--- config.mk ---
export PLATFORM = sky130hd
export DESIGN_NAME = forward_net
export DESIGN_NICKNAME = d
export VERILOG_FILES = /design/src/hw/nn_num_pkg.sv /design/src/hw/nn_ctrl_pkg.sv /design/src/hw/layer_sequencer.sv /design/src/hw/neuron_mac.sv /design/src/hw/neuron_layer.sv /design/src/hw/result_capture.sv /design/src/hw/forward_net.sv
export SDC_FILE = /design/constraint.sdc
export NUM_CORES = 2
export LEC_CHECK = 0
export BUFFER_PORTS_ARGS = -buffer_cell sky130_fd_sc_hd__buf_2
export CELL_PAD_IN_SITES_DETAIL_PLACEMENT = 1
export CELL_PAD_IN_SITES_GLOBAL_PLACEMENT = 1
export CORE_ASPECT_RATIO = 0.75
export CORE_MARGIN = 5
export CORE_UTILIZATION = 49
export DETAILED_ROUTE_END_ITERATION = 12
export HOLD_SLACK_MARGIN = 0.03
export PLACE_DENSITY = 0.89
export SYNTH_ARGS = -nofsm -noshare
export SYNTH_HDL_FRONTEND = slang
export SYNTH_SLANG_ARGS = --single-unit
--- constraint.sdc ---
create_clock -name start -period 9.5 [get_ports start]
set_input_delay 0.475 -clock start [delete_from_list [all_inputs] [get_ports start]]
set_output_delay 0.475 -clock start [all_outputs]
set_load 0.02 [all_outputs]
--- src/hw/nn_num_pkg.sv ---
package nn_num_pkg;

    ////////////////////////////////////////
    // vector geometry
    ////////////////////////////////////////

    // physical neurons, also length of every vector
    localparam int num_neuron = 4;
    // neuron select counter inside one neuron
    localparam int sel_width = $clog2(num_neuron);

    ////////////////////////////////////////
    // fixed point formats
    ////////////////////////////////////////

    // activations, signed, 8 fraction bits
    localparam int act_width = 9;
    localparam int act_frac = 8;
    // weights, signed
    localparam int weight_width = 17;
    localparam int weight_frac = 8;
    // room for num_neuron full products
    localparam int acc_width = 28;

    // saturation limits of one activation
    localparam int act_max = 2 ** (act_width - 1) - 1;
    localparam int act_min = -(2 ** (act_width - 1));

    // packed bus widths
    localparam int vec_width = num_neuron * act_width;
    localparam int row_width = num_neuron * weight_width;
    localparam int wmat_width = num_neuron * row_width;

    ////////////////////////////////////////
    // layer table
    ////////////////////////////////////////

    localparam int layer_max = 3;
    // holds a layer count 1..layer_max and an index 0..layer_max-1
    localparam int layer_idx_width = 2;

    // active neurons per layer, bit i is neuron i
    // last layer only uses the lower two
    localparam logic [num_neuron-1:0] active_table [layer_max] = '{
        4'b1111,
        4'b1111,
        4'b0011
    };

endpackage

--- src/hw/nn_ctrl_pkg.sv ---
package nn_ctrl_pkg;

    ////////////////////////////////////////
    // layer sequencer FSM
    ////////////////////////////////////////

    // idle waits for run, load is the setup cycle,
    // go issues layer_go, wait sits until layer_done
    typedef enum logic [2:0] {
        seq_idle,
        seq_load,
        seq_go,
        seq_wait,
        seq_done
    } seq_state_t;

    // single neuron FSM
    typedef enum logic [1:0] {
        nrn_idle,
        nrn_accum,
        nrn_finish
    } neuron_state_t;

    // activation applied in the finish cycle
    // relu for hidden layers, linear for the last one
    typedef enum logic {
        act_relu,
        act_linear
    } act_op_t;

endpackage

--- src/hw/layer_sequencer.sv ---
`timescale 1ns/1ps

module layer_sequencer
    import nn_num_pkg::*, nn_ctrl_pkg::*;
(
    input  logic                       start,
    input  logic                       valid_wire,
    input  logic                       run,
    input  logic [vec_width-1:0]       run_input,
    input  logic [layer_idx_width-1:0] layer_count,
    input  logic [vec_width-1:0]       layer_output,
    input  logic                       layer_done,
    output logic                       layer_go,
    output logic [vec_width-1:0]       layer_input,
    output logic [num_neuron-1:0]      active,
    output act_op_t                    act_op,
    output logic [layer_idx_width-1:0] layer_index,
    output logic                       run_accepted,
    output logic                       final_done
);

    seq_state_t state;
    // number of layers latched for the current run
    logic [layer_idx_width-1:0] layer_total;
    logic last_layer;
    logic loop_back;

    ////////////////////////////////////////
    // decode
    ////////////////////////////////////////

    assign last_layer = (layer_index == layer_total - 1'b1);

    // run only counts while idle
    assign run_accepted = (state == seq_idle) && run;

    // hidden layer finished, its outputs feed the next one
    assign loop_back = (state == seq_wait) && layer_done && !last_layer;
    // same cycle as the last layer_done
    assign final_done = (state == seq_wait) && layer_done && last_layer;

    assign layer_go = (state == seq_go);

    // per-layer neuron mask and activation
    assign active = active_table[layer_index];
    assign act_op = last_layer ? act_linear : act_relu;

    ////////////////////////////////////////
    // FSM and layer counter
    ////////////////////////////////////////

    always_ff @(posedge start or posedge valid_wire) begin
        if (valid_wire) begin
            state       <= seq_idle;
            layer_index <= '0;
            layer_total <= layer_idx_width'(1);
        end else begin
            case (state)
                seq_idle: begin
                    if (run) begin
                        state       <= seq_load;
                        layer_index <= '0;
                        // zero layers makes no sense, run one
                        if (layer_count == '0) begin
                            layer_total <= layer_idx_width'(1);
                        end else begin
                            layer_total <= layer_count;
                        end
                    end
                end
                // input vector already captured, settle one cycle
                seq_load: state <= seq_go;
                seq_go: state <= seq_wait;
                seq_wait: begin
                    if (loop_back) begin
                        state       <= seq_go;
                        layer_index <= layer_index + 1'b1;
                    end else if (final_done) begin
                        state <= seq_done;
                    end
                end
                // one tail cycle before new runs are taken
                seq_done: state <= seq_idle;
                default: state <= seq_idle;
            endcase
        end
    end

    // input vector register
    // first layer gets run_input, later layers the previous outputs
    always_ff @(posedge start) begin
        if (run_accepted) begin
            layer_input <= run_input;
        end else if (loop_back) begin
            layer_input <= layer_output;
        end
    end

endmodule

--- src/hw/neuron_mac.sv ---
`timescale 1ns/1ps

module neuron_mac
    import nn_num_pkg::*, nn_ctrl_pkg::*;
(
    input  logic                 start,
    input  logic                 valid_wire,
    input  logic                 go,
    input  logic                 enable,
    input  act_op_t              act_op,
    input  logic [vec_width-1:0] inputs,
    input  logic [row_width-1:0] weight_row,
    output logic [act_width-1:0] value,
    output logic                 done
);

    neuron_state_t state;
    // which input and weight pair is multiplied this cycle
    logic [sel_width-1:0] sel;
    logic signed [act_width-1:0] in_sel;
    logic signed [weight_width-1:0] w_sel;
    logic signed [acc_width-1:0] product;
    logic signed [acc_width-1:0] acc;
    logic signed [acc_width-1:0] shifted;
    logic signed [acc_width-1:0] activated;
    logic [act_width-1:0] saturated;

    ////////////////////////////////////////
    // datapath
    ////////////////////////////////////////

    assign in_sel = inputs[sel*act_width +: act_width];
    assign w_sel = weight_row[sel*weight_width +: weight_width];
    // both operands signed, widened to the accumulator
    assign product = in_sel * w_sel;

    // back to activation fraction bits
    assign shifted = acc >>> weight_frac;

    always_comb begin
        activated = shifted;
        // relu clips negatives
        if (act_op == act_relu && shifted[acc_width-1]) begin
            activated = '0;
        end
        // clamp to the signed activation range
        if (activated > act_max) begin
            saturated = act_width'(act_max);
        end else if (activated < act_min) begin
            saturated = act_width'(act_min);
        end else begin
            saturated = activated[act_width-1:0];
        end
    end

    // first product lands on go, the rest in accum
    always_ff @(posedge start) begin
        if (state == nrn_idle && go) begin
            acc <= product;
        end else if (state == nrn_accum) begin
            acc <= acc + product;
        end
    end

    ////////////////////////////////////////
    // FSM
    ////////////////////////////////////////

    always_ff @(posedge start or posedge valid_wire) begin
        if (valid_wire) begin
            state <= nrn_idle;
            sel   <= '0;
            value <= '0;
            done  <= 1'b0;
        end else begin
            done <= 1'b0;
            case (state)
                nrn_idle: begin
                    if (go && enable) begin
                        state <= nrn_accum;
                        sel   <= sel_width'(1);
                    end else if (go) begin
                        // disabled for this layer, zero and no done
                        value <= '0;
                    end
                end
                nrn_accum: begin
                    sel <= sel + 1'b1;
                    if (sel == sel_width'(num_neuron - 1)) begin
                        state <= nrn_finish;
                    end
                end
                nrn_finish: begin
                    value <= saturated;
                    done  <= 1'b1;
                    sel   <= '0;
                    state <= nrn_idle;
                end
                default: state <= nrn_idle;
            endcase
        end
    end

endmodule

--- src/hw/neuron_layer.sv ---
`timescale 1ns/1ps

module neuron_layer
    import nn_num_pkg::*, nn_ctrl_pkg::*;
(
    input  logic                  start,
    input  logic                  valid_wire,
    input  logic                  layer_go,
    input  logic [num_neuron-1:0] active,
    input  act_op_t               act_op,
    input  logic [vec_width-1:0]  layer_input,
    input  logic [wmat_width-1:0] weights,
    output logic [vec_width-1:0]  layer_output,
    output logic                  layer_done
);

    logic [num_neuron-1:0] neuron_done;
    // done bits seen so far in this layer
    logic [num_neuron-1:0] done_seen;
    logic [num_neuron-1:0] done_all;

    // shared input vector, one weight row per neuron
    for (genvar i = 0; i < num_neuron; i++) begin : g_neuron
        neuron_mac u_neuron (
            .start      (start),
            .valid_wire (valid_wire),
            .go         (layer_go),
            .enable     (active[i]),
            .act_op     (act_op),
            .inputs     (layer_input),
            .weight_row (weights[i*row_width +: row_width]),
            .value      (layer_output[i*act_width +: act_width]),
            .done       (neuron_done[i])
        );
    end

    assign done_all = done_seen | neuron_done;

    // registered completion check
    // fires once when the done set matches the mask
    always_ff @(posedge start or posedge valid_wire) begin
        if (valid_wire) begin
            done_seen  <= '0;
            layer_done <= 1'b0;
        end else if (layer_go) begin
            done_seen  <= '0;
            layer_done <= 1'b0;
        end else if (|neuron_done && done_all == active) begin
            done_seen  <= '0;
            layer_done <= 1'b1;
        end else begin
            done_seen  <= done_all;
            layer_done <= 1'b0;
        end
    end

endmodule

--- src/hw/result_capture.sv ---
`timescale 1ns/1ps

module result_capture
    import nn_num_pkg::*;
(
    input  logic                 start,
    input  logic                 valid_wire,
    input  logic                 run_accepted,
    input  logic                 final_done,
    input  logic [vec_width-1:0] layer_output,
    output logic [vec_width-1:0] final_output,
    output logic                 result_valid
);

    ////////////////////////////////////////
    // result hold register
    ////////////////////////////////////////

    // valid is a level
    // drops on a new run, old vector stays visible meanwhile
    always_ff @(posedge start or posedge valid_wire) begin
        if (valid_wire) begin
            result_valid <= 1'b0;
        end else if (run_accepted) begin
            result_valid <= 1'b0;
        end else if (final_done) begin
            result_valid <= 1'b1;
        end
    end

    // vector and flag update on the same edge
    // so valid never rises ahead of the data
    always_ff @(posedge start or posedge valid_wire) begin
        if (valid_wire) begin
            final_output <= '0;
        end else if (final_done) begin
            final_output <= layer_output;
        end
    end

endmodule

--- src/hw/forward_net.sv ---
`timescale 1ns/1ps

module forward_net
    import nn_num_pkg::*, nn_ctrl_pkg::*;
(
    input  logic                       start,
    input  logic                       valid_wire,
    input  logic                       run,
    input  logic [vec_width-1:0]       run_input,
    input  logic [layer_idx_width-1:0] layer_count,
    input  logic [wmat_width-1:0]      weights,
    output logic [layer_idx_width-1:0] layer_index,
    output logic [vec_width-1:0]       final_output,
    output logic                       result_valid
);

    ////////////////////////////////////////
    // sequencer to layer
    ////////////////////////////////////////

    logic                  layer_go;
    logic [vec_width-1:0]  layer_input;
    logic [num_neuron-1:0] active;
    act_op_t               act_op;

    // layer back to sequencer and capture
    logic [vec_width-1:0] layer_output;
    logic                 layer_done;

    // sequencer to capture
    logic run_accepted;
    logic final_done;

    layer_sequencer u_sequencer (
        .start        (start),
        .valid_wire   (valid_wire),
        .run          (run),
        .run_input    (run_input),
        .layer_count  (layer_count),
        .layer_output (layer_output),
        .layer_done   (layer_done),
        .layer_go     (layer_go),
        .layer_input  (layer_input),
        .active       (active),
        .act_op       (act_op),
        .layer_index  (layer_index),
        .run_accepted (run_accepted),
        .final_done   (final_done)
    );

    // one physical layer reused for every network layer
    neuron_layer u_layer (
        .start        (start),
        .valid_wire   (valid_wire),
        .layer_go     (layer_go),
        .active       (active),
        .act_op       (act_op),
        .layer_input  (layer_input),
        .weights      (weights),
        .layer_output (layer_output),
        .layer_done   (layer_done)
    );

    result_capture u_capture (
        .start        (start),
        .valid_wire   (valid_wire),
        .run_accepted (run_accepted),
        .final_done   (final_done),
        .layer_output (layer_output),
        .final_output (final_output),
        .result_valid (result_valid)
    );

endmodule

==> out/metrics.cfg <==
[yosys]
muxShareOfSynthArea = 0.0878
seq_area_frac_synth = 0.182
yosysUniqueCellTypes = 83
yosys.area_share.simple = 0.147
synth_compound_area_frac = 0.110
synth_top_family_by_area = adder cells
synth.avg_cell_area_um2 = 9.93
synth_edf_count = 148
synth-async-reset-ratio = 0.415
synth_seq_cells = 253
netlist_area_um2 = 38800
syn_nets = 5089
postSynthCellCount = 3907
synth-main-ff-cell = edfxtp_1
yosysWarnings = 0
synth_fa_ha_area_frac = 0.378
synthXorXnorAreaFrac = 0.0420

[timing]
setup_viol = 0
min_period_ps = 8880
finalHoldViolations = 0
worst_pin_slew_ps = 1120
skew_ps = 14.4
setup_tns_ps = 0
fin_crit_sh = 0.934
fmax_mhz = 113
drv_slew = 0
max_slew_margin = 0.247
rsz0062_at_grt = false

[clock_tree]
path_clk_slew_ps = 70
cts_setup_buffers = 0
clock_sinks = 253
cts_buffers = 29
clockBufferDepth = 3
cts_tree = done
insertion_delay_ps = 620
root_buffer = clkbuf_16
htreeDepth = 1

[critical_path]
crit_top_cell = fa_1
crit_path_max_fanout = 30
max_stage_delay_ps = 970
crit_path_end_kind = register
cp-start-kind = register
crit_required_ps = 9830
critPathKind = register to register
cpMaxStageDelayCell = dfrtp_2
arrival_ps = 9210

[final_layout]
n_fill_cell = 8840
area_growth_pct = 10.1
final_area_um2 = 42700
multi_input_area_um2 = 29700
finish.utilization = 0.543
num-nets-final = 5398
regArea_um2 = 7080
drive_gt1_frac = 0.154

[die]
start_util = 0.494
num_io_pins = 352
std_cell_rows = 89
die_area_um2 = 85000
core-area_um2 = 78600
die_h_um = 254
die_x_um = 335

[placement]
io_buffers = 351
hpwl_um = 109000
gp_congestion = 0.909
placed_area_um2 = 41700

[grt]
grt_max_degree = 56
grt_pass1_vias = 36800
track_usage = 0.324
gr-total-overflow = 0
grt_pass1_wl_um = 215000
antenna_found_initial = 5

[flow_run]
max-cap-violations = 0

[routing]
post_drt_wl_per_cell_um = 26.4
drc_errors = 0
dr.pass1.iters = 6
drtIter0Drc = 2870
routed_wl_um = 140000
via_count = 33100
antenna_left = 0
via_per_inst = 6.26

[status]
status = finished, final reports clean

[worst_hold_path]
worstHoldPathType = input port to register

per-layer routing:
metal  routed length, um  part of all wire  GRT usage  vias to the layer above
met4                8280             0.059      0.157                        2
met5                  27           0.00019          0                        -
met3               12400             0.089     0.0666                      557
met2               65300              0.47      0.532                     1775
li1                    -                 -          -                    13900
met1               53700              0.38      0.412                    17000
synth_stat cells, types with 6 or more instances:
cell	count	area share
o31a_1	7	0.0016
o21ai_0	142	0.018
nand2_1	433	0.042
o21ai_1	38	0.0049
a21oi_1	208	0.027
nor3_1	40	0.0052
buf_2	15	0.0019
clkbuf_1	72	0.0070
nand3_1	31	0.0040
xor2_1	66	0.015
nand2b_1	37	0.0060
a21boi_1	6	0.0012
o211ai_1	7	0.0014
inv_1	445	0.043
edfxtp_1	148	0.11
mux2_1	20	0.0058
ha_1	361	0.12
o21bai_1	24	0.0046
o21a_1	36	0.0070
or2_2	19	0.0031
dfrtp_1	104	0.067
xnor2_1	120	0.027
nor2b_1	21	0.0034
a31oi_1	24	0.0039
mux4_2	100	0.058
and2_1	306	0.049
mux2_2	72	0.021
and3_1	15	0.0024
o31ai_1	14	0.0027
or3_1	9	0.0015
a21o_1	72	0.014
fa_1	508	0.26
buf_1	11	0.0011
nor2_1	215	0.021
nor4_1	13	0.0021
mux2i_1	12	0.0031
nand4_1	24	0.0039
a211oi_1	21	0.0041
metrics by stage:
| step | setup slack, ps | instances | hold slack (ps) |
|---|---|---|---|
| 2_1_floorplan | 1690 | 3907 | 457 |
| 3_3_place_gp | 1070 | 5229 | 478 |
| 3_5_place_dp | 765 | 5229 | 493 |
| 4_1_cts | 703 | 5285 | 57.9 |
| 5_1_grt | 221 | 5287 | 115 |
| 6_report | 623 | 5292 | 108 |
kinds of logic after synthesis:
logic type,count (synthesis)
simple gates,1179
xor+xnor,186
flops,253
buf+inv,543
fa+ha+maj,869
mux,204
compound gates,673
critical path, delay by kind of cell (launching register included):
kind,cells,cell delay [ps]
DFF,1,970
adders and majority gates,7,3390
muxes,1,720
xor gates and xnor gates,2,370
AOI/OAI and AO/OA,7,1260
buffers and inverters,1,60
and+or+nand+nor,9,1810
final cells by class:
| cell class | instances | area share |
|---|---|---|
| antenna | 7 | 0.000410 |
| clock buffer | 38 | 0.0190 |
| clock inverter | 16 | 0.00436 |
| inverter | 445 | 0.0392 |
| multi-input combinational | 3111 | 0.695 |
| sequential | 253 | 0.166 |
| tap | 1046 | 0.0306 |
| timing repair buffer | 376 | 0.0456 |
what timing repair did:
item	4_1_cts	5_1_grt
hold endpoints to repair	50	0
hold buffers	2	0
gates resized for setup	0	0
worst paths after layout:
check / start / endpoint / slack (ps) / cells after the start
hold reg to reg: u_capture.final_output[0]$_DFFE_PP0P_ / u_capture.final_output[0]$_DFFE_PP0P_ / 510 / 1
setup reg to reg: u_layer.g_neuron[3].u_neuron.sel[0]$_DFFE_PP0P_ / u_layer.g_neuron[3].u_neuron.acc[27]$_DFFE_PP_ / 620 / 27
min in group asynchronous: valid_wire / u_sequencer.state[0]$_DFFE_PP0P_ / 550 / 3
setup / recovery: u_layer.g_neuron[3].u_neuron.sel[0]$_DFFE_PP0P_ / u_layer.g_neuron[3].u_neuron.acc[27]$_DFFE_PP_ / 620 / 27
max in group asynchronous: valid_wire / u_layer.g_neuron[1].u_neuron.sel[0]$_DFFE_PP0P_ / 7580 / 4
hold / removal: layer_count[0] / u_sequencer.layer_total[0]$_DFFE_PP1P_ / 110 / 3
registers in the layout (all words and copies together) (netlist names), 3 cells and up:
| signal | flops |
|---|---|
| u_layer.g_neuron.u_neuron.acc | 112 |
| u_capture.final_output | 36 |
| u_layer.g_neuron.u_neuron.value | 36 |
| u_sequencer.layer_input | 36 |
| u_layer.g_neuron.u_neuron.sel | 8 |
| u_layer.g_neuron.u_neuron.state | 8 |
| u_layer.done_seen | 4 |
| u_layer.g_neuron.u_neuron.done | 4 |
| u_sequencer.state | 3 |
layout by cell type (no fill, tap or decap), types with 34 or more instances in the layout:
master    count
a21oi_1     208
nor2_1      215
o21ai_1      38
ha_1        361
nand2_1     432
o21a_1       36
nor3_1       40
inv_1       444
mux4_2      100
o21ai_0     142
nand2b_1     34
mux2_2       72
edfxtp_1    148
fa_1        508
xnor2_1     120
and2_1      306
a21o_1       72
xor2_1       66
dfrtp_1     100
buf_2       351
Power is left out: the tool's default activity adds up to more than one toggle a clock period on the data nets, which glitch-free logic cannot reach.
